$ cat src/hw/ddr_test_pkg.sv
//**************************************
// DDR self-test shared definitions
// Widths, operation codes and the pattern rule
//**************************************
`default_nettype none

package ddr_test_pkg;

  // One memory word and the command fields
  typedef logic [63:0] data_t;
  typedef logic [31:0] seed_t;
  typedef logic [15:0] count_t;
  typedef logic [1:0]  resp_t;

  // AXI response code of a good transfer, anything else is an error
  localparam resp_t RESP_OKAY = 2'b00;

  // Address step between two test words
  localparam int WORD_BYTES = 8;

  // Test operation, code 3 is illegal
  typedef enum logic [1:0] {
    OP_WRITE       = 2'd0,
    OP_CHECK       = 2'd1,
    OP_WRITE_CHECK = 2'd2
  } test_op_e;

  // Bus sequencer states
  typedef enum logic [2:0] {
    IDLE,
    WR_REQ,
    WR_RESP,
    RD_REQ,
    RD_DATA,
    FINISH
  } exec_state_e;

  //**************************************
  // Data pattern
  //**************************************
  // Seed copied into both halves, xor the zero-extended byte address
  function automatic data_t pattern(input data_t addr, input seed_t seed);
    return {seed, seed} ^ addr;
  endfunction

endpackage

`default_nettype wire

$ cat src/hw/ddr_test_if.sv
//**************************************
// DDR self-test internal interfaces
// Accepted command and completed bus events
//**************************************
`timescale 1ns/1ps
`default_nettype none

interface ddr_test_cmd_if #(
  parameter int ADDR_WIDTH = 29
);
  logic                   cmd_valid;
  ddr_test_pkg::test_op_e op;
  logic [ADDR_WIDTH-1:0]  base_addr;
  ddr_test_pkg::count_t   word_count;
  ddr_test_pkg::seed_t    seed;
  // Engine running, driven by the sequencer
  logic                   busy;

  modport decode_mp (output cmd_valid, op, base_addr, word_count, seed, input busy);
  modport exec_mp (input cmd_valid, op, base_addr, word_count, seed, output busy);
  modport result_mp (input cmd_valid);
endinterface

interface ddr_test_rd_if #(
  parameter int ADDR_WIDTH = 29
);
  // Strobes are single cycle
  logic                  rd_valid;
  ddr_test_pkg::data_t   rd_data;
  ddr_test_pkg::data_t   exp_data;
  logic [ADDR_WIDTH-1:0] rd_addr;
  logic                  wr_err;
  logic                  rd_err;
  logic                  test_end;

  modport exec_mp (output rd_valid, rd_data, exp_data, rd_addr, wr_err, rd_err, test_end);
  modport result_mp (input rd_valid, rd_data, exp_data, rd_addr, wr_err, rd_err, test_end);
endinterface

`default_nettype wire

$ cat src/hw/ddr_test_decode.sv
//**************************************
// DDR self-test command decode
// Checks a start request and registers the command
//**************************************
`timescale 1ns/1ps
`default_nettype none

module ddr_test_decode #(
  parameter int ADDR_WIDTH = 29
) (
  input  wire                         c0_ddr4_clk,
  input  wire                         rst_i,
  input  wire                         start_i,
  input  wire ddr_test_pkg::test_op_e op_i,
  input  wire [ADDR_WIDTH-1:0]        base_addr_i,
  input  wire ddr_test_pkg::count_t   word_count_i,
  input  wire ddr_test_pkg::seed_t    seed_i,
  input  wire                         calib_complete_i,
  output logic                        reject_o,
  ddr_test_cmd_if.decode_mp           cmd
);

  logic                   accept;
  logic                   cmd_valid_q;
  logic                   reject_q;
  ddr_test_pkg::test_op_e op_q;
  logic [ADDR_WIDTH-1:0]  base_q;
  ddr_test_pkg::count_t   count_q;
  ddr_test_pkg::seed_t    seed_q;

  // A command still in the strobe cycle counts as busy too
  assign accept = start_i && calib_complete_i && !cmd.busy && !cmd_valid_q &&
                  (op_i inside {ddr_test_pkg::OP_WRITE, ddr_test_pkg::OP_CHECK,
                                ddr_test_pkg::OP_WRITE_CHECK}) &&
                  (word_count_i != '0);

  // Strobes
  always_ff @(posedge c0_ddr4_clk) begin
    if (rst_i) begin
      cmd_valid_q <= 1'b0;
      reject_q    <= 1'b0;
    end else begin
      cmd_valid_q <= accept;
      reject_q    <= start_i && !accept;
    end
  end

  // Command fields held until the next accepted start
  always_ff @(posedge c0_ddr4_clk) begin
    if (accept) begin
      op_q    <= op_i;
      base_q  <= base_addr_i;
      count_q <= word_count_i;
      seed_q  <= seed_i;
    end
  end

  assign cmd.cmd_valid  = cmd_valid_q;
  assign cmd.op         = op_q;
  assign cmd.base_addr  = base_q;
  assign cmd.word_count = count_q;
  assign cmd.seed       = seed_q;
  assign reject_o       = reject_q;

endmodule

`default_nettype wire

$ cat src/hw/ddr_test_execute.sv
//**************************************
// DDR self-test bus sequencer
// Single-beat AXI writes and reads, one word at a time
//**************************************
`timescale 1ns/1ps
`default_nettype none

module ddr_test_execute #(
  parameter int ADDR_WIDTH = 29
) (
  input  wire                        c0_ddr4_clk,
  input  wire                        rst_i,
  // Write address
  output logic                       aw_valid_o,
  input  wire                        aw_ready_i,
  output logic [ADDR_WIDTH-1:0]      aw_addr_o,
  // Write data
  output logic                       w_valid_o,
  input  wire                        w_ready_i,
  output ddr_test_pkg::data_t        w_data_o,
  // Write response
  input  wire                        b_valid_i,
  output logic                       b_ready_o,
  input  wire ddr_test_pkg::resp_t   b_resp_i,
  // Read address
  output logic                       ar_valid_o,
  input  wire                        ar_ready_i,
  output logic [ADDR_WIDTH-1:0]      ar_addr_o,
  // Read data
  input  wire                        r_valid_i,
  output logic                       r_ready_o,
  input  wire ddr_test_pkg::data_t   r_data_i,
  input  wire ddr_test_pkg::resp_t   r_resp_i,
  ddr_test_cmd_if.exec_mp            cmd,
  ddr_test_rd_if.exec_mp             rd
);

  ddr_test_pkg::exec_state_e state_q;
  logic [ADDR_WIDTH-1:0]     addr_q;
  logic [ADDR_WIDTH-1:0]     next_addr;
  ddr_test_pkg::count_t      idx_q;
  logic                      aw_done_q;
  logic                      w_done_q;
  logic                      aw_hs;
  logic                      w_hs;
  logic                      last_word;
  ddr_test_pkg::data_t       exp_data;

  assign next_addr = addr_q + ADDR_WIDTH'(ddr_test_pkg::WORD_BYTES);
  assign last_word = (idx_q == cmd.word_count - ddr_test_pkg::count_t'(1));
  assign exp_data  = ddr_test_pkg::pattern(ddr_test_pkg::data_t'(addr_q), cmd.seed);

  //**************************************
  // AXI channel outputs
  //**************************************
  // AW and W rise together and drop on their own handshake
  assign aw_valid_o = (state_q == ddr_test_pkg::WR_REQ) && !aw_done_q;
  assign w_valid_o  = (state_q == ddr_test_pkg::WR_REQ) && !w_done_q;
  assign aw_addr_o  = addr_q;
  assign w_data_o   = exp_data;
  assign b_ready_o  = (state_q == ddr_test_pkg::WR_RESP);
  assign ar_valid_o = (state_q == ddr_test_pkg::RD_REQ);
  assign ar_addr_o  = addr_q;
  assign r_ready_o  = (state_q == ddr_test_pkg::RD_DATA);

  assign aw_hs = aw_valid_o && aw_ready_i;
  assign w_hs  = w_valid_o && w_ready_i;

  //**************************************
  // Sequencer
  //**************************************
  always_ff @(posedge c0_ddr4_clk) begin
    if (rst_i) begin
      state_q   <= ddr_test_pkg::IDLE;
      aw_done_q <= 1'b0;
      w_done_q  <= 1'b0;
    end else begin
      case (state_q)
        ddr_test_pkg::IDLE: begin
          if (cmd.cmd_valid) begin
            aw_done_q <= 1'b0;
            w_done_q  <= 1'b0;
            if (cmd.op == ddr_test_pkg::OP_CHECK) begin
              state_q <= ddr_test_pkg::RD_REQ;
            end else begin
              state_q <= ddr_test_pkg::WR_REQ;
            end
          end
        end
        ddr_test_pkg::WR_REQ: begin
          if (aw_hs) begin
            aw_done_q <= 1'b1;
          end
          if (w_hs) begin
            w_done_q <= 1'b1;
          end
          // Both halves of the write accepted
          if ((aw_done_q || aw_hs) && (w_done_q || w_hs)) begin
            aw_done_q <= 1'b0;
            w_done_q  <= 1'b0;
            state_q   <= ddr_test_pkg::WR_RESP;
          end
        end
        ddr_test_pkg::WR_RESP: begin
          if (b_valid_i) begin
            if (!last_word) begin
              state_q <= ddr_test_pkg::WR_REQ;
            end else if (cmd.op == ddr_test_pkg::OP_WRITE_CHECK) begin
              state_q <= ddr_test_pkg::RD_REQ;
            end else begin
              state_q <= ddr_test_pkg::FINISH;
            end
          end
        end
        ddr_test_pkg::RD_REQ: begin
          if (ar_ready_i) begin
            state_q <= ddr_test_pkg::RD_DATA;
          end
        end
        ddr_test_pkg::RD_DATA: begin
          if (r_valid_i) begin
            state_q <= last_word ? ddr_test_pkg::FINISH : ddr_test_pkg::RD_REQ;
          end
        end
        default: begin
          state_q <= ddr_test_pkg::IDLE;
        end
      endcase
    end
  end

  // Word address and index, rewound to the base for the read pass
  always_ff @(posedge c0_ddr4_clk) begin
    if ((state_q == ddr_test_pkg::IDLE && cmd.cmd_valid) ||
        (state_q == ddr_test_pkg::WR_RESP && b_valid_i && last_word)) begin
      addr_q <= cmd.base_addr;
      idx_q  <= '0;
    end else if ((state_q == ddr_test_pkg::WR_RESP && b_valid_i) ||
                 (state_q == ddr_test_pkg::RD_DATA && r_valid_i)) begin
      addr_q <= next_addr;
      idx_q  <= idx_q + ddr_test_pkg::count_t'(1);
    end
  end

  //**************************************
  // Events to the result block
  //**************************************
  assign rd.rd_valid = (state_q == ddr_test_pkg::RD_DATA) && r_valid_i;
  assign rd.rd_data  = r_data_i;
  assign rd.exp_data = exp_data;
  assign rd.rd_addr  = addr_q;
  assign rd.wr_err   = b_ready_o && b_valid_i && (b_resp_i != ddr_test_pkg::RESP_OKAY);
  assign rd.rd_err   = r_ready_o && r_valid_i && (r_resp_i != ddr_test_pkg::RESP_OKAY);
  assign rd.test_end = (state_q == ddr_test_pkg::FINISH);
  assign cmd.busy    = (state_q != ddr_test_pkg::IDLE);

endmodule

`default_nettype wire

$ cat src/hw/ddr_test_result.sv
//**************************************
// DDR self-test result
// Read data compare and sticky error status
//**************************************
`timescale 1ns/1ps
`default_nettype none

module ddr_test_result #(
  parameter int ADDR_WIDTH = 29
) (
  input  wire                   c0_ddr4_clk,
  input  wire                   rst_i,
  ddr_test_cmd_if.result_mp     cmd,
  ddr_test_rd_if.result_mp      rd,
  output logic                  done_o,
  output ddr_test_pkg::count_t  mismatch_count_o,
  output logic [ADDR_WIDTH-1:0] first_fail_addr_o,
  output logic                  write_err_o,
  output logic                  read_err_o,
  output logic                  compare_error_o
);

  ddr_test_pkg::count_t  mismatch_q;
  logic [ADDR_WIDTH-1:0] first_fail_q;
  logic                  fail_seen_q;
  logic                  wr_err_q;
  logic                  rd_err_q;
  logic                  done_q;
  logic                  mismatch;

  assign mismatch = rd.rd_valid && (rd.rd_data != rd.exp_data);

  // A new command clears the status of the previous test
  always_ff @(posedge c0_ddr4_clk) begin
    if (rst_i || cmd.cmd_valid) begin
      mismatch_q   <= '0;
      first_fail_q <= '0;
      fail_seen_q  <= 1'b0;
      wr_err_q     <= 1'b0;
      rd_err_q     <= 1'b0;
    end else begin
      if (mismatch) begin
        // Count saturates at all ones
        if (mismatch_q != '1) begin
          mismatch_q <= mismatch_q + ddr_test_pkg::count_t'(1);
        end
        if (!fail_seen_q) begin
          first_fail_q <= rd.rd_addr;
          fail_seen_q  <= 1'b1;
        end
      end
      if (rd.wr_err) begin
        wr_err_q <= 1'b1;
      end
      if (rd.rd_err) begin
        rd_err_q <= 1'b1;
      end
    end
  end

  // Done follows the end strobe, so all counts are final by then
  always_ff @(posedge c0_ddr4_clk) begin
    if (rst_i) begin
      done_q <= 1'b0;
    end else begin
      done_q <= rd.test_end;
    end
  end

  assign done_o            = done_q;
  assign mismatch_count_o  = mismatch_q;
  assign first_fail_addr_o = first_fail_q;
  assign write_err_o       = wr_err_q;
  assign read_err_o        = rd_err_q;
  assign compare_error_o   = fail_seen_q | wr_err_q | rd_err_q;

endmodule

`default_nettype wire

$ cat src/hw/ddr_test_top.sv
//**************************************
// DDR self-test engine top level
// AXI master that writes, reads back and checks memory
//**************************************
`timescale 1ns/1ps
`default_nettype none

module ddr_test_top #(
  parameter int ADDR_WIDTH = 29
) (
  input  wire                         c0_ddr4_clk,
  input  wire                         rst_i,
  input  wire                         calib_complete_i,
  // Test command
  input  wire                         start_i,
  input  wire ddr_test_pkg::test_op_e op_i,
  input  wire [ADDR_WIDTH-1:0]        base_addr_i,
  input  wire ddr_test_pkg::count_t   word_count_i,
  input  wire ddr_test_pkg::seed_t    seed_i,
  // AXI master
  output logic                        aw_valid_o,
  input  wire                         aw_ready_i,
  output logic [ADDR_WIDTH-1:0]       aw_addr_o,
  output logic                        w_valid_o,
  input  wire                         w_ready_i,
  output ddr_test_pkg::data_t         w_data_o,
  input  wire                         b_valid_i,
  output logic                        b_ready_o,
  input  wire ddr_test_pkg::resp_t    b_resp_i,
  output logic                        ar_valid_o,
  input  wire                         ar_ready_i,
  output logic [ADDR_WIDTH-1:0]       ar_addr_o,
  input  wire                         r_valid_i,
  output logic                        r_ready_o,
  input  wire ddr_test_pkg::data_t    r_data_i,
  input  wire ddr_test_pkg::resp_t    r_resp_i,
  // Status
  output logic                        reject_o,
  output logic                        busy_o,
  output logic                        done_o,
  output ddr_test_pkg::count_t        mismatch_count_o,
  output logic [ADDR_WIDTH-1:0]       first_fail_addr_o,
  output logic                        write_err_o,
  output logic                        read_err_o,
  output logic                        compare_error_o
);

  ddr_test_cmd_if #(.ADDR_WIDTH(ADDR_WIDTH)) cmd_if ();
  ddr_test_rd_if  #(.ADDR_WIDTH(ADDR_WIDTH)) rd_if ();

  ddr_test_decode #(.ADDR_WIDTH(ADDR_WIDTH)) u_decode (
    .c0_ddr4_clk      (c0_ddr4_clk),
    .rst_i            (rst_i),
    .start_i          (start_i),
    .op_i             (op_i),
    .base_addr_i      (base_addr_i),
    .word_count_i     (word_count_i),
    .seed_i           (seed_i),
    .calib_complete_i (calib_complete_i),
    .reject_o         (reject_o),
    .cmd              (cmd_if.decode_mp)
  );

  ddr_test_execute #(.ADDR_WIDTH(ADDR_WIDTH)) u_execute (
    .c0_ddr4_clk (c0_ddr4_clk),
    .rst_i       (rst_i),
    .aw_valid_o  (aw_valid_o),
    .aw_ready_i  (aw_ready_i),
    .aw_addr_o   (aw_addr_o),
    .w_valid_o   (w_valid_o),
    .w_ready_i   (w_ready_i),
    .w_data_o    (w_data_o),
    .b_valid_i   (b_valid_i),
    .b_ready_o   (b_ready_o),
    .b_resp_i    (b_resp_i),
    .ar_valid_o  (ar_valid_o),
    .ar_ready_i  (ar_ready_i),
    .ar_addr_o   (ar_addr_o),
    .r_valid_i   (r_valid_i),
    .r_ready_o   (r_ready_o),
    .r_data_i    (r_data_i),
    .r_resp_i    (r_resp_i),
    .cmd         (cmd_if.exec_mp),
    .rd          (rd_if.exec_mp)
  );

  ddr_test_result #(.ADDR_WIDTH(ADDR_WIDTH)) u_result (
    .c0_ddr4_clk       (c0_ddr4_clk),
    .rst_i             (rst_i),
    .cmd               (cmd_if.result_mp),
    .rd                (rd_if.result_mp),
    .done_o            (done_o),
    .mismatch_count_o  (mismatch_count_o),
    .first_fail_addr_o (first_fail_addr_o),
    .write_err_o       (write_err_o),
    .read_err_o        (read_err_o),
    .compare_error_o   (compare_error_o)
  );

  assign busy_o = cmd_if.busy;

endmodule

`default_nettype wire

$ cat config.mk
export PLATFORM = sky130hd
export DESIGN_NAME = ddr_test_top
export DESIGN_NICKNAME = d
export VERILOG_FILES = /design/src/hw/ddr_test_pkg.sv /design/src/hw/ddr_test_if.sv /design/src/hw/ddr_test_decode.sv /design/src/hw/ddr_test_execute.sv /design/src/hw/ddr_test_result.sv /design/src/hw/ddr_test_top.sv
export SDC_FILE = /design/constraint.sdc
export NUM_CORES = 1
export LEC_CHECK = 0
export ABC_AREA = 1
export BUFFER_PORTS_ARGS = -buffer_cell sky130_fd_sc_hd__buf_2
export CORE_MARGIN = 3
export CORE_UTILIZATION = 30
export DETAILED_ROUTE_END_ITERATION = 6
export MAX_ROUTING_LAYER = met4
export SYNTH_ARGS = -nofsm -noshare
export SYNTH_HDL_FRONTEND = slang
export SYNTH_SLANG_ARGS = --single-unit
$ cat constraint.sdc
create_clock -name c0_ddr4_clk -period 6.5 [get_ports c0_ddr4_clk]
set_clock_uncertainty 0.1 [all_clocks]
set_input_delay 0 -clock c0_ddr4_clk [delete_from_list [all_inputs] [get_ports c0_ddr4_clk]]
set_output_delay 0 -clock c0_ddr4_clk [all_outputs]
set_load 0.01 [all_outputs]
-- After elaboration in Yosys (flattened, before gate mapping)
Index checks and enable logic that the tools add are counted.
- add/sub/neg operators: 4
- equality and inequality tests: 19
- multiplexer cells: 19
- bitwise logic cells: 4
- reduce and logical (&&, ||, !) cells: 42
- operators by type and width (kind ; count):
    64-bit inequality test ; 1
    64-bit by 29-bit XOR with 64-bit output ; 1
    29-bit two-way mux ; 2
    16-bit by 1-bit adder with 16-bit output (second input constant) ; 2
    29-bit by 4-bit adder with 29-bit output (second input constant) ; 1
    3-bit two-way mux ; 8
    1-bit logical AND ; 18
    16-bit equality test ; 1
    16-bit inequality test (second input constant) ; 1
    16-bit nonzero test ; 1
    16-bit by 1-bit subtractor with 16-bit output (second input constant) ; 1
    3-bit one-hot mux with 5 select lines ; 1
    2-bit inequality test (second input constant) ; 4
    2-bit nonzero test ; 4
    3-bit by 2-bit equality test with 1-bit output (second input constant) ; 2
    3-bit equality test (second input constant) ; 2
    3-bit by 2-bit inequality test with 1-bit output (second input constant) ; 2
    3-bit AND reduction ; 2
    3-bit nonzero test ; 2
    1-bit logical NOT ; 5
    1-bit logical OR ; 5
    1-bit two-way mux ; 5
    5-bit AND reduction ; 1
    2-bit by 1-bit equality test with 1-bit output (second input constant) ; 2
    10 further kinds ; 14
- register bits: 180
- input port bits: 156
- output and inout bits: 178
- logic and storage cells: 105

-- Logic depth before layout (Yosys ltp)
Gate-level depths: netlist of run 1.
- depth after elaboration: 8
- gate-level depth with buffers: 17
- gate-level depth less buffers: 16

-- Cells and area by module
From an unflattened synthesis of run 1, not the netlist that was laid out.
- cell total of the unflattened synthesis: 1521
- area, all modules: 11473.5 µm²
- by module, submodules not included (module ; times used ; cells each ; area each (µm²) ; seq. area each (µm²)):
    ddr_test_execute ; 1 ; 736 ; 5365.1 ; 1291.2
    ddr_test_result ; 1 ; 677 ; 3584.7 ; 980.9
    ddr_test_decode ; 1 ; 108 ; 2523.7 ; 2412.3

-- Least setup slack after synthesis of run 1
No wires, ideal clock.
- path type: register to register
- start point: register u_execute.state_q[1]
- end point: register u_decode.base_q[0] (netlist: u_decode.cmd.base_addr[0]) (enable)
- setup time: 434 ps
- data arrival time: 2745 ps
- data required time: 5966 ps
- path slack: 3222 ps
- cell stages (with the launch flop): 10
- buffers on the path: 0
- period minus slack after synthesis: 3278 ps
- cell sequence: dfxtp_1 > inv_1 > nand2_1 > nor2_1 > inv_1 > nor2_1 > inv_1 > a211oi_1 > nand2_1 > inv_1
- word-level cells in the longest chain between the ends: 6
- RTL lines (element ; line ; RTL):
    start, declared ; ddr_test_execute.sv:38 ; ddr_test_pkg::exec_state_e state_q;
    start signal, assigned ; ddr_test_execute.sv:74 ; state_q <= ddr_test_pkg::IDLE;
    start signal, assigned ; ddr_test_execute.sv:84 ; state_q <= ddr_test_pkg::RD_REQ;
    start signal, assigned ; ddr_test_execute.sv:86 ; state_q <= ddr_test_pkg::WR_REQ;
    3-bit nonzero test ; ddr_test_execute.sv:155 ; assign cmd.busy = (state_q != ddr_test_pkg::IDLE);
    named net busy_o ; ddr_test_top.sv:39 ; output logic busy_o,
    1-bit logical NOT ; ddr_test_decode.sv:32 ; assign accept = start_i && calib_complete_i && !cmd.busy && !cmd_valid_q &&
    1-bit logical AND (3 in series) ; ddr_test_decode.sv:32 ;
    1-bit logical AND ; ddr_test_decode.sv:34 ; ddr_test_pkg::OP_WRITE_CHECK}) &&
    named net u_decode.accept ; ddr_test_decode.sv:23 ; logic accept;
    end signal, assigned ; ddr_test_decode.sv:52 ; base_q <= base_addr_i;
    end, declared ; ddr_test_decode.sv:27 ; logic [ADDR_WIDTH-1:0] base_q;
The timed path passes the listed nets, and every way through them passes these cells.
A chain may end at the register's enable or synchronous reset.

-- Worst setup path after layout of run 1
- start point: register u_decode.count_q[0] (netlist: u_decode.cmd.word_count[0])
- end point: register u_execute.addr_q[18] (netlist: u_execute.ar_addr_o[18]) (enable)
- word-level cells in the longest chain between the ends: 5
- RTL lines (element ; line ; RTL):
    start, declared ; ddr_test_decode.sv:28 ; ddr_test_pkg::count_t count_q;
    start signal, assigned ; ddr_test_decode.sv:53 ; count_q <= word_count_i;
    16-bit by 1-bit subtractor with 16-bit output ; ddr_test_execute.sv:50 ; assign last_word = (idx_q == cmd.word_count - ddr_test_pkg::count_t'(1));
    16-bit equality test ; ddr_test_execute.sv:50 ;
    1-bit logical AND ; ddr_test_execute.sv:135 ; (state_q == ddr_test_pkg::WR_RESP && b_valid_i && last_word)) begin
    1-bit logical OR ; ddr_test_execute.sv:134 ; if ((state_q == ddr_test_pkg::IDLE && cmd.cmd_valid) ||
    2-bit nonzero test (no source line) ; - ;
    end signal, assigned ; ddr_test_execute.sv:136 ; addr_q <= cmd.base_addr;
    end signal, assigned ; ddr_test_execute.sv:140 ; addr_q <= next_addr;
    end, declared ; ddr_test_execute.sv:39 ; logic [ADDR_WIDTH-1:0] addr_q;
No other way between the ends.

==> out/results.tsv, run 1 <==
metric	value	unit
number of flops mapped to enable cells by yosys	108	
Crit. End Element	flop	
total grt overflow	0	
placed cell count	1911	
Clock Path Buffers	2	
I/O Pins	334	
num rows	66	
Pre-antenna DRT Iters	6	
Synth top area share	32.4	%
Core Footprint	0.0327	mm^2
Clock Root Buffer	clkbuf_16	
total power	3.37	mW
vias in the first global route	8820	
Setup Viol. Count Final	0	
placed cell area	0.0118	mm^2
Reg clk slew, reported paths	70	ps
Crit Path Max Fanout	60	
Syn-to-layout area delta	33.4	%
type of the worst min-delay path	in2reg	
worst-margin pin slew	980	ps
Register Area	0.00468	mm^2
max-cap violation count	0	
Yosys top cell by area	edfxtp_1	
DR vias/cell	4.51	
Post-CTS Resized	0	
CP top delay family	buffers and inverters	
IO buf count	333	
Buf+Inv Stages, Crit Path	4	
Layout Cells excl Fill	2035	
pre-CTS WS	2620	ps
Fin. Hold Viols	0	
WS Path Type	reg2reg	
Max stage delay on crit path	530	ps
synthesis-stage register bit count	180	
Hold WS	36.3	ps
Worst-Skew Late Latency	440	ps
first-pass GRT wire length	48300	um
htree depth	4	
layout cells sized above 1	25.9	%
ratio of final minimum period to clock period	59.2	%
worst setup margin	2650	ps
DRC	0	
GRT Overall Usage	17.7	%
Avg Inst Size Synth	8.31	um^2
initial core utilization	30.6	%
sequential fraction of the synthesis area	46.9	%
Mapped Area	0.00999	mm^2
PwrDens	253	mW/mm^2
Fillers	3292	
Leak	5.93	nW
TNS Setup	0	ps
Final Core Density	40.8	%
Ys Warns	0	
Post-DP HPWL	23000	um
die area	0.0355	mm^2
Synth Flop Type	edfxtp_1	
Peak Freq	260	MHz
Post-Layout Inst Area	0.0133	mm^2
status	completed	
slowest CP cell	buf_4	
Max-slew headroom	34.6	%
Synth area leaders	edfxtp_1 (32%), dfxtp_1 (14%), nand2_1 (12%)	
clock sinks	180	
Critical Path RT	6490	ps
nets@finish	1740	
initial antenna violation count	0	
CTS tree	yes	
CP dominant cell by count	nand2_1	
multi-input logic area	0.00435	mm^2
DR iter-0 viols	514	
ys async rst share	0	%
pin count of the biggest net entering global routing	61	
Max VDD drop	0.000151	V
Max Slew Vio Count	0	
# diodes	0	
Post-DRT Antenna Nets	0	
CP Launch Type	flop	
Arr. time, crit path	3840	ps
min Tclk post-route	3850	ps
Die Y-Extent	189	um
synth unique cells	41	
syn_nets	1362	
wire per inst	15.3	um
crit path cell chain	inv_1 > ha_1 > nand2_1 > nor2_1 > nand3_1 > nand2_1 > nand3_1 > nor2_1 > nand2_1 > nor2_1 > nand2_1 > nand2_2 > buf_4 > inv_1 > nand2_1 > buf_4	
CTS Buf Count	17	
RSZ-0062 raised after global routing	false	
placer congestion estimate	0.911	
Die Span X	189	um
routed wire length	31200	um
vias	9172	
Synth Instances	1202	
## final timing paths
| kind | startpoint | slack (ps) | cells past startpoint | end |
|---|---|---|---|---|
| hold / removal | r_valid_i | 40 | 5 | u_execute.idx_q[1]$_SDFFE_PP0P_ |
| hold reg to reg | u_result.first_fail_addr_o[2]$_SDFFE_PP0P_ | 360 | 2 | u_result.first_fail_addr_o[2]$_SDFFE_PP0P_ |
| setup reg to reg | u_decode.cmd.word_count[0]$_DFFE_PP_ | 2650 | 16 | u_execute.ar_addr_o[18]$_DFFE_PP_ |
| setup / recovery | u_decode.cmd.word_count[0]$_DFFE_PP_ | 2650 | 16 | u_execute.ar_addr_o[18]$_DFFE_PP_ |
## routing by layer
layer	vias up	share of wire, %	track usage, %
met4	0	1.9	4.67
met1	4218	44	21.3
met2	287	49	30.5
met5	-	0	-
li1	4627	-	-
met3	40	5.0	3.16
## what timing repair did
item,in CTS,in global routing
buffers inserted,0,0
hold buffers,92,0
hold endpoints to repair,94,0
## layout make-up
class | instances | share of cell area [%]
clock buffer | 17 | 3.19
clock inverter | 15 | 1.43
inverter | 133 | 3.75
multi-input combinational | 817 | 32.6
sequential | 180 | 35.1
tap | 442 | 4.15
timing repair buffer | 431 | 19.7
## logic make-up (layout without fill, tap and decap cells)
logic type	after synthesis	in the layout	synth area share [%]
adders and majority gates	4	4	0.501
AOI/OAI and AO/OA	86	86	4.78
buffers and inverters	205	596	9.65
xor gates and xnor gates	129	129	11.3
DFF	180	180	46.9
and+or+nand+nor	598	598	26.9
## placed cells by master, fill, tap and decap left out, types with 2 or more instances in the layout
cell / count
a21oi_1: 45
a21oi_2: 10
buf_2: 333
buf_4: 6
bufinv_16: 2
clkbuf_16: 17
clkinv_1: 2
clkinv_4: 3
clkinv_8: 2
dfxtp_1: 72
dlygate4sd3_1: 92
edfxtp_1: 108
ha_1: 4
inv_1: 130
inv_6: 3
inv_8: 3
nand2_1: 319
nand2_2: 12
nand3_1: 59
nand3_2: 3
nand3b_1: 6
nand4_1: 65
nor2_1: 92
nor2_2: 5
nor3_1: 15
nor3_2: 4
nor4_1: 6
o21ai_0: 25
or2_1: 3
or2_2: 3
xnor2_1: 63
xor2_1: 66
## state kept, by name (all words and copies together), names as in the netlist, 3 cells and up
signal                      flops
u_execute.ar_addr_o            29
u_decode.cmd.base_addr         29
u_result.mismatch_count_o      16
u_execute.state_q               3
u_decode.cmd.seed              32
u_result.first_fail_addr_o     29
u_execute.idx_q                16
u_decode.cmd.word_count        16
## tightest hold or removal path, delay by kind of cell
family,cells,cell delay (ps)
AND/OR/NAND/NOR,3,350
buffers and inverters,1,110
AO/OA/AOI/OAI,1,50
## cells in the mapped netlist (all sizes together), types with 4 or more instances
master / n
or2: 7
a21oi: 55
ha: 4
nand3: 63
o21ai: 26
clkbuf: 12
dfxtp: 72
nand2: 331
inv: 133
xor2: 66
buf: 60
nor4: 6
nor3: 20
edfxtp: 108
xnor2: 63
nand3b: 6
nand4: 66
nor2: 97
## report_power, final
group | switching (mW) | internal, mW
logic | 0.474 | 0.327
registers | 0.139 | 1.35
clock network | 0.501 | 0.585
Note: power is estimated with default switching activity, not from simulation.
==> inputs of run 2 (changes only) <==
==> constraint.sdc (replaced) <==
create_clock -name c0_ddr4_clk -period 3.86 [get_ports c0_ddr4_clk]
set_clock_uncertainty 0.1 [all_clocks]
set_input_delay 0 -clock c0_ddr4_clk [delete_from_list [all_inputs] [get_ports c0_ddr4_clk]]
set_output_delay 0 -clock c0_ddr4_clk [all_outputs]
set_load 0.01 [all_outputs]
==> run 2 against run 1 <==
Against the previous run: cell area grew 0.34%; critical endpoint is now u_result.mismatch_count_o[15]$_SDFFE_PP0P_; die area is the same; register-to-register slack lost 1600 ps; largest power group unchanged; power grew 67%; count of clock-buffer cells in the layout grew 1; critical path type unchanged; first-iteration DRC count shrank 8.8%; wire length grew 0.25%; combinational power grew 72%; via count grew 1.4%; setup slack lost 1600 ps; sequential share of layout area shrank 0.12 points; flip-flop and latch count is the same.
==> out/results.tsv, run 2 (same netlist as run 1, synthesis figures left out) <==
metric	value	unit	change
Clock Root Buffer	clkbuf_16		
HP Start	calib_complete_i		
total power	5.64	mW	+67%
CP Launch Type	flop		
worst-margin pin slew	984	ps	+3.91 ps
Core Footprint	0.0327	mm^2	unchanged
routed wire length	31300	um	+0.25%
Max stage delay on crit path	580	ps	+50 ps
max-cap violation count	0		unchanged
min Tclk post-route	2830	ps	-1010 ps
htree depth	4		unchanged
sw power	1.83	mW	+65%
RSZ-0062 raised after global routing	false		
multi-input logic area	0.00435	mm^2	unchanged
Internal	3.81	mW	+69%
Clock Path Buffers	2		unchanged
total grt overflow	0		unchanged
# diodes	0		unchanged
Hold WS	108	ps	+72.0 ps
commonest cells after routing, fill and taps aside	buf_2 (333), nand2_1 (319), inv_1 (130)		
Critical Path RT	4110	ps	-2380 ps
DR iter-0 viols	469		-8.8%
pin count of the biggest net entering global routing	47		-23%
Arr. time, crit path	3080	ps	-760 ps
max reg flops	32		unchanged
Die Span X	189	um	unchanged
Reg clk slew, reported paths	70	ps	about the same
num rows	66		unchanged
Max VDD drop	0.000294	V	+95%
DR vias/cell	4.55		+1.0%
crit path cell chain	or2_2 > nand3_1 > nand3_1 > nor2_1 > nand3_1 > nor2_1 > nand3_4 > buf_4 > nand3_2 > nand2_1 > a21oi_1		
first-pass GRT wire length	49200	um	+1.9%
Post-DP HPWL	23200	um	+0.72%
CTS Buf Count	17		unchanged
layout cells sized above 1	26.2	%	+0.26 points
I/O Pins	334		unchanged
Pre-antenna DRT Iters	5		-1
Post-CTS Setup Repair Bufs	0		unchanged
vias in the first global route	9263		+5.0%
type of the worst min-delay path	in2reg		
initial core utilization	30.6	%	unchanged
clock power share	31.2	%	-1.0 points
commonest non-fill, non-tap cell in the layout	buf_2		
Crit Path Max Fanout	25		-58%
DRC	0		unchanged
r2r startpoint	u_execute.ar_addr_o[28]$_DFFE_PP_		
PwrDens	422	mW/mm^2	+67%
Crit. End Element	flop		
wire per inst	15.3	um	about the same
slowest CP cell	edfxtp_1		
Syn-to-layout area delta	33.8	%	
placer congestion estimate	0.875		-4.0%
nets@finish	1747		+0.40%
WS Path Type	reg2reg		
Post-CTS Resized	0		unchanged
Comb power frac	24.5	%	+0.8 points
Worst-Skew Late Latency	450	ps	about the same
Max Slew Vio Count	0		unchanged
pre-CTS WS	989	ps	-1630 ps
worst setup margin	1030	ps	-1630 ps
Fillers	3293		+0.030%
status	completed		
GRT Overall Usage	17.9	%	+0.28 points
CP startpoint	u_execute.ar_addr_o[28]$_DFFE_PP_		
CTS Hold Buffers Added	93		+1.1%
Die Y-Extent	189	um	unchanged
Seq pwr share	44.4	%	+0.3 points
die area	0.0355	mm^2	unchanged
CTS tree	yes		
TNS Setup	0	ps	unchanged
vias	9300		+1.4%
CP dominant cell by count	nand3_1		
ratio of final minimum period to clock period	73.3	%	+14 points
Fin. Hold Viols	0		unchanged
sw frac	32.5	%	-0.52 points
Max-slew headroom	34.4	%	-0.26 points
Leak	5.96	nW	+0.48%
initial antenna violation count	1		+1
Register Area	0.00468	mm^2	unchanged
Peak Freq	353	MHz	+36%
clock sinks	180		unchanged
Setup Viol. Count Final	0		unchanged
Post-DRT Antenna Nets	0		unchanged
IO buf count	333		unchanged
[run 2: worst paths after layout]
| path | endpoint | slack, ps | cells past startpoint |
|---|---|---|---|
| worst max-delay path | u_result.mismatch_count_o[15]$_SDFFE_PP0P_ | 1030 | 11 |
| worst min-delay path | u_decode.cmd.base_addr[1]$_DFFE_PP_ | 110 | 5 |
| worst max register to register | u_result.mismatch_count_o[15]$_SDFFE_PP0P_ | 1030 | 11 |
| worst min register to register | u_result.first_fail_addr_o[2]$_SDFFE_PP0P_ | 360 | 2 |
[run 2: layer usage]
layer | wire length [um] | part of all wire (%) | global-route usage, % | up-vias
li1 | - | - | - | 4659
met4 | 593 | 1.9 | 5.18 | 0
met2 | 15500 | 50 | 31.1 | 305
met3 | 1640 | 5.2 | 3.67 | 43
met5 | 0 | 0 | - | -
met1 | 13500 | 43 | 21.1 | 4293
[run 2: critical path, delay by kind of cell (launching register included)]
kind / cells / cell delay [ps]
AOI/OAI and AO/OA: 1 / 160
DFF: 1 / 580
and+or+nand+nor: 9 / 1620
buffers and inverters: 1 / 250
[run 2: cell type report]
type | count | share of cell area, %
multi-input cells | 817 | 32.5
clock buffers | 18 | 3.21
inverters | 133 | 3.74
flip-flops and latches | 180 | 35.0
well taps | 442 | 4.13
repair buffers | 438 | 20.3
clock inverters | 14 | 1.13
[run 2: power groups by stage]
stage	Clock [mW]	Combinational, mW	Sequential, mW
2_1_floorplan	0	0.858	2.49
3_3_place_gp	0	1.28	2.54
3_5_place_dp	0	1.30	2.55
4_1_cts	1.82	1.40	2.51
5_1_grt	1.89	1.54	2.53
6_report	1.76	1.38	2.50
[run 2: per-stage QoR]
step | cells | cell area, um^2 | util, %
floorplan | 1202 | 9990 | -
global placement | 1917 | 11900 | 36.3
detailed placement | 1917 | 11900 | 36.3
CTS | 2042 | 13400 | 40.9
global route | 2042 | 13400 | 40.9
finish | 2042 | 13400 | 40.9
==> inputs of run 3 (changes only) <==
==> constraint.sdc (replaced) <==
create_clock -name c0_ddr4_clk -period 2.69 [get_ports c0_ddr4_clk]
set_clock_uncertainty 0.1 [all_clocks]
set_input_delay 0 -clock c0_ddr4_clk [delete_from_list [all_inputs] [get_ports c0_ddr4_clk]]
set_output_delay 0 -clock c0_ddr4_clk [all_outputs]
set_load 0.01 [all_outputs]
==> run 3 against run 2 <==
Against the previous run: combinational power is 59% higher; register-to-register slack worse by 850 ps; wire length is 3.0% higher; first-iteration DRC count is 14% lower; cell count is 1.4% higher; clock power is 43% higher; critical path depth is 4 higher; non-clock buffer count is 28 higher.
==> out/results.tsv, run 3 (same netlist as run 1, synthesis figures left out) <==
metric	value	unit	change
status	completed		
Reg clk slew, reported paths	70	ps	about the same
vias	9428		+1.4%
wire per inst	15.5	um	+1.6%
CP Launch Type	flop		
CTS Buf Count	17		unchanged
cell count along the critical path	15		+4
Max VDD drop	0.000411	V	+40%
# diodes	0		unchanged
min Tclk post-route	2510	ps	-318 ps
vias in the first global route	9119		-1.6%
ratio of final minimum period to clock period	93.4	%	+20 points
placer congestion estimate	0.871		-0.41%
slowest CP cell	edfxtp_1		
max reg flops	32		unchanged
max-cap violation count	0		unchanged
Arr. time, crit path	2560	ps	-520 ps
worst-margin pin slew	580	ps	-405 ps
Clock Root Buffer	clkbuf_16		
worst setup margin	178	ps	-852 ps
clock sinks	180		unchanged
Leak	6.11	nW	+2.6%
die area	0.0355	mm^2	unchanged
Core Footprint	0.0327	mm^2	unchanged
Syn-to-layout area delta	37.3	%	
num rows	66		unchanged
flop2flop setup slack	180	ps	-850 ps
initial core utilization	30.6	%	unchanged
Hold WS	153	ps	+44.3 ps
pre-CTS WS	-73.8	ps	-1060 ps
Layout Cells excl Fill	2070		+1.4%
Buf+Inv Stages, Crit Path	3		+2
TNS Setup	0	ps	unchanged
Die Y-Extent	189	um	unchanged
type of the worst min-delay path	in2reg		
crit path cell chain	inv_1 > ha_4 > nand2_2 > nor2_2 > nand3_1 > nand2_1 > nand3_1 > nor2_1 > nand2_1 > nor2_2 > nand2_1 > nand2_2 > inv_2 > nand2_2 > buf_12		
Critical Path RT	2740	ps	-1370 ps
Setup Viol. Count Final	0		unchanged
routed wire length	32200	um	+3.0%
commonest non-fill, non-tap cell in the layout	buf_2		
reg2reg end	u_execute.ar_addr_o[25]$_DFFE_PP_		
layout cells sized above 1	28.5	%	+2.3 points
WS Path Type	reg2reg		
I/O Pins	334		unchanged
GRT Overall Usage	18.1	%	+0.17 points
pin count of the biggest net entering global routing	43		-8.5%
commonest cells after routing, fill and taps aside	buf_2 (333), nand2_1 (313), inv_1 (128)		
CTS tree	yes		
htree depth	4		unchanged
placed cell count	1942		+1.3%
Crit. End Element	flop		
total grt overflow	0		unchanged
Post-DP HPWL	24200	um	+4.3%
Worst-Skew Late Latency	450	ps	about the same
Max Slew Vio Count	0		unchanged
DR vias/cell	4.55		about the same
Critical Path Sink	u_execute.ar_addr_o[25]$_DFFE_PP_		
CP top delay family	simple AND/OR/NAND/NOR gates		
Max-slew headroom	61.3	%	+27 points
Peak Freq	398	MHz	+13%
Clock Path Buffers	2		unchanged
first-pass GRT wire length	49400	um	+0.38%
Fin. Hold Viols	0		unchanged
Fillers	3321		+0.85%
DRC	0		unchanged
R2R cell count	15		+4
nets@finish	1775		+1.6%
Max stage delay on crit path	390	ps	-190 ps
Crit Path Max Fanout	13		-48%
DR iter-0 viols	402		-14%
CP startpoint	u_decode.cmd.word_count[1]$_DFFE_PP_		
Die Span X	189	um	unchanged
Post-DRT Antenna Nets	0		unchanged
initial antenna violation count	0		-1
Pre-antenna DRT Iters	5		unchanged
PwrDens	600	mW/mm^2	+42%
r2r startpoint	u_decode.cmd.word_count[1]$_DFFE_PP_		
IO buf count	333		unchanged
[run 3: timing repair]
| item | 4_1_cts | 5_1_grt |
|---|---|---|
| resized for setup | 6 | 15 |
| hold buffers | 92 | 0 |
| endpoints found under the setup margin | 40 | 55 |
| buffers inserted | 0 | 3 |
| pin swaps | 1 | 4 |
| hold endpoints to repair | 94 | 0 |
| gates cloned | 1 | 0 |
[run 3: routing by layer]
metal / GRT usage (%) / share of wire, % / vias to the layer above
met1: 21.8 / 44 / 4386
met2: 30.8 / 50 / 290
li1: - / - / 4707
met4: 6.24 / 2.0 / 0
met3: 3.13 / 4.8 / 45
met5: - / 0 / -
[run 3: cell type report]
class                      instances  area [um^2]  area share, %
timing repair buffer             466         2990           21.8
clock inverter                    14          145           1.06
inverter                         133          503           3.66
multi-input combinational        817         4410           32.1
tap                              442          553           4.03
sequential                       180         4680           34.1
clock buffer                      18          439           3.20
[run 3: power breakdown]
group	switching, mW	internal (mW)
clock network	1.19	1.33
registers	0.273	3.25
logic	1.27	0.924
total	2.73	5.51
[run 3: how the worst min path moves through the flow]
stage	startpoint	end	slack [ps]	depth (start not counted)
2_1_floorplan	rst_i	u_decode.cmd.cmd_valid$_SDFF_PP0_	-30	1
3_3_place_gp	seed_i[26]	u_decode.cmd.seed[26]$_DFFE_PP_	80	1
3_5_place_dp	seed_i[29]	u_decode.cmd.seed[29]$_DFFE_PP_	80	1
4_1_cts	base_addr_i[24]	u_decode.cmd.base_addr[24]$_DFFE_PP_	120	2
5_1_grt	base_addr_i[24]	u_decode.cmd.base_addr[24]$_DFFE_PP_	140	2
6_report	base_addr_i[24]	u_decode.cmd.base_addr[24]$_DFFE_PP_	150	2
[run 3: per-stage QoR]
step / area, um^2 / total power, mW / util (%)
4_1_cts: 13700 / 8.32 / 41.8
6_report: 13700 / 8.24 / 42.0
2_1_floorplan: 10000 / 4.80 / -
3_3_place_gp: 12100 / 5.58 / 37.0
3_5_place_dp: 12100 / 5.62 / 37.0
5_1_grt: 13700 / 8.70 / 42.0
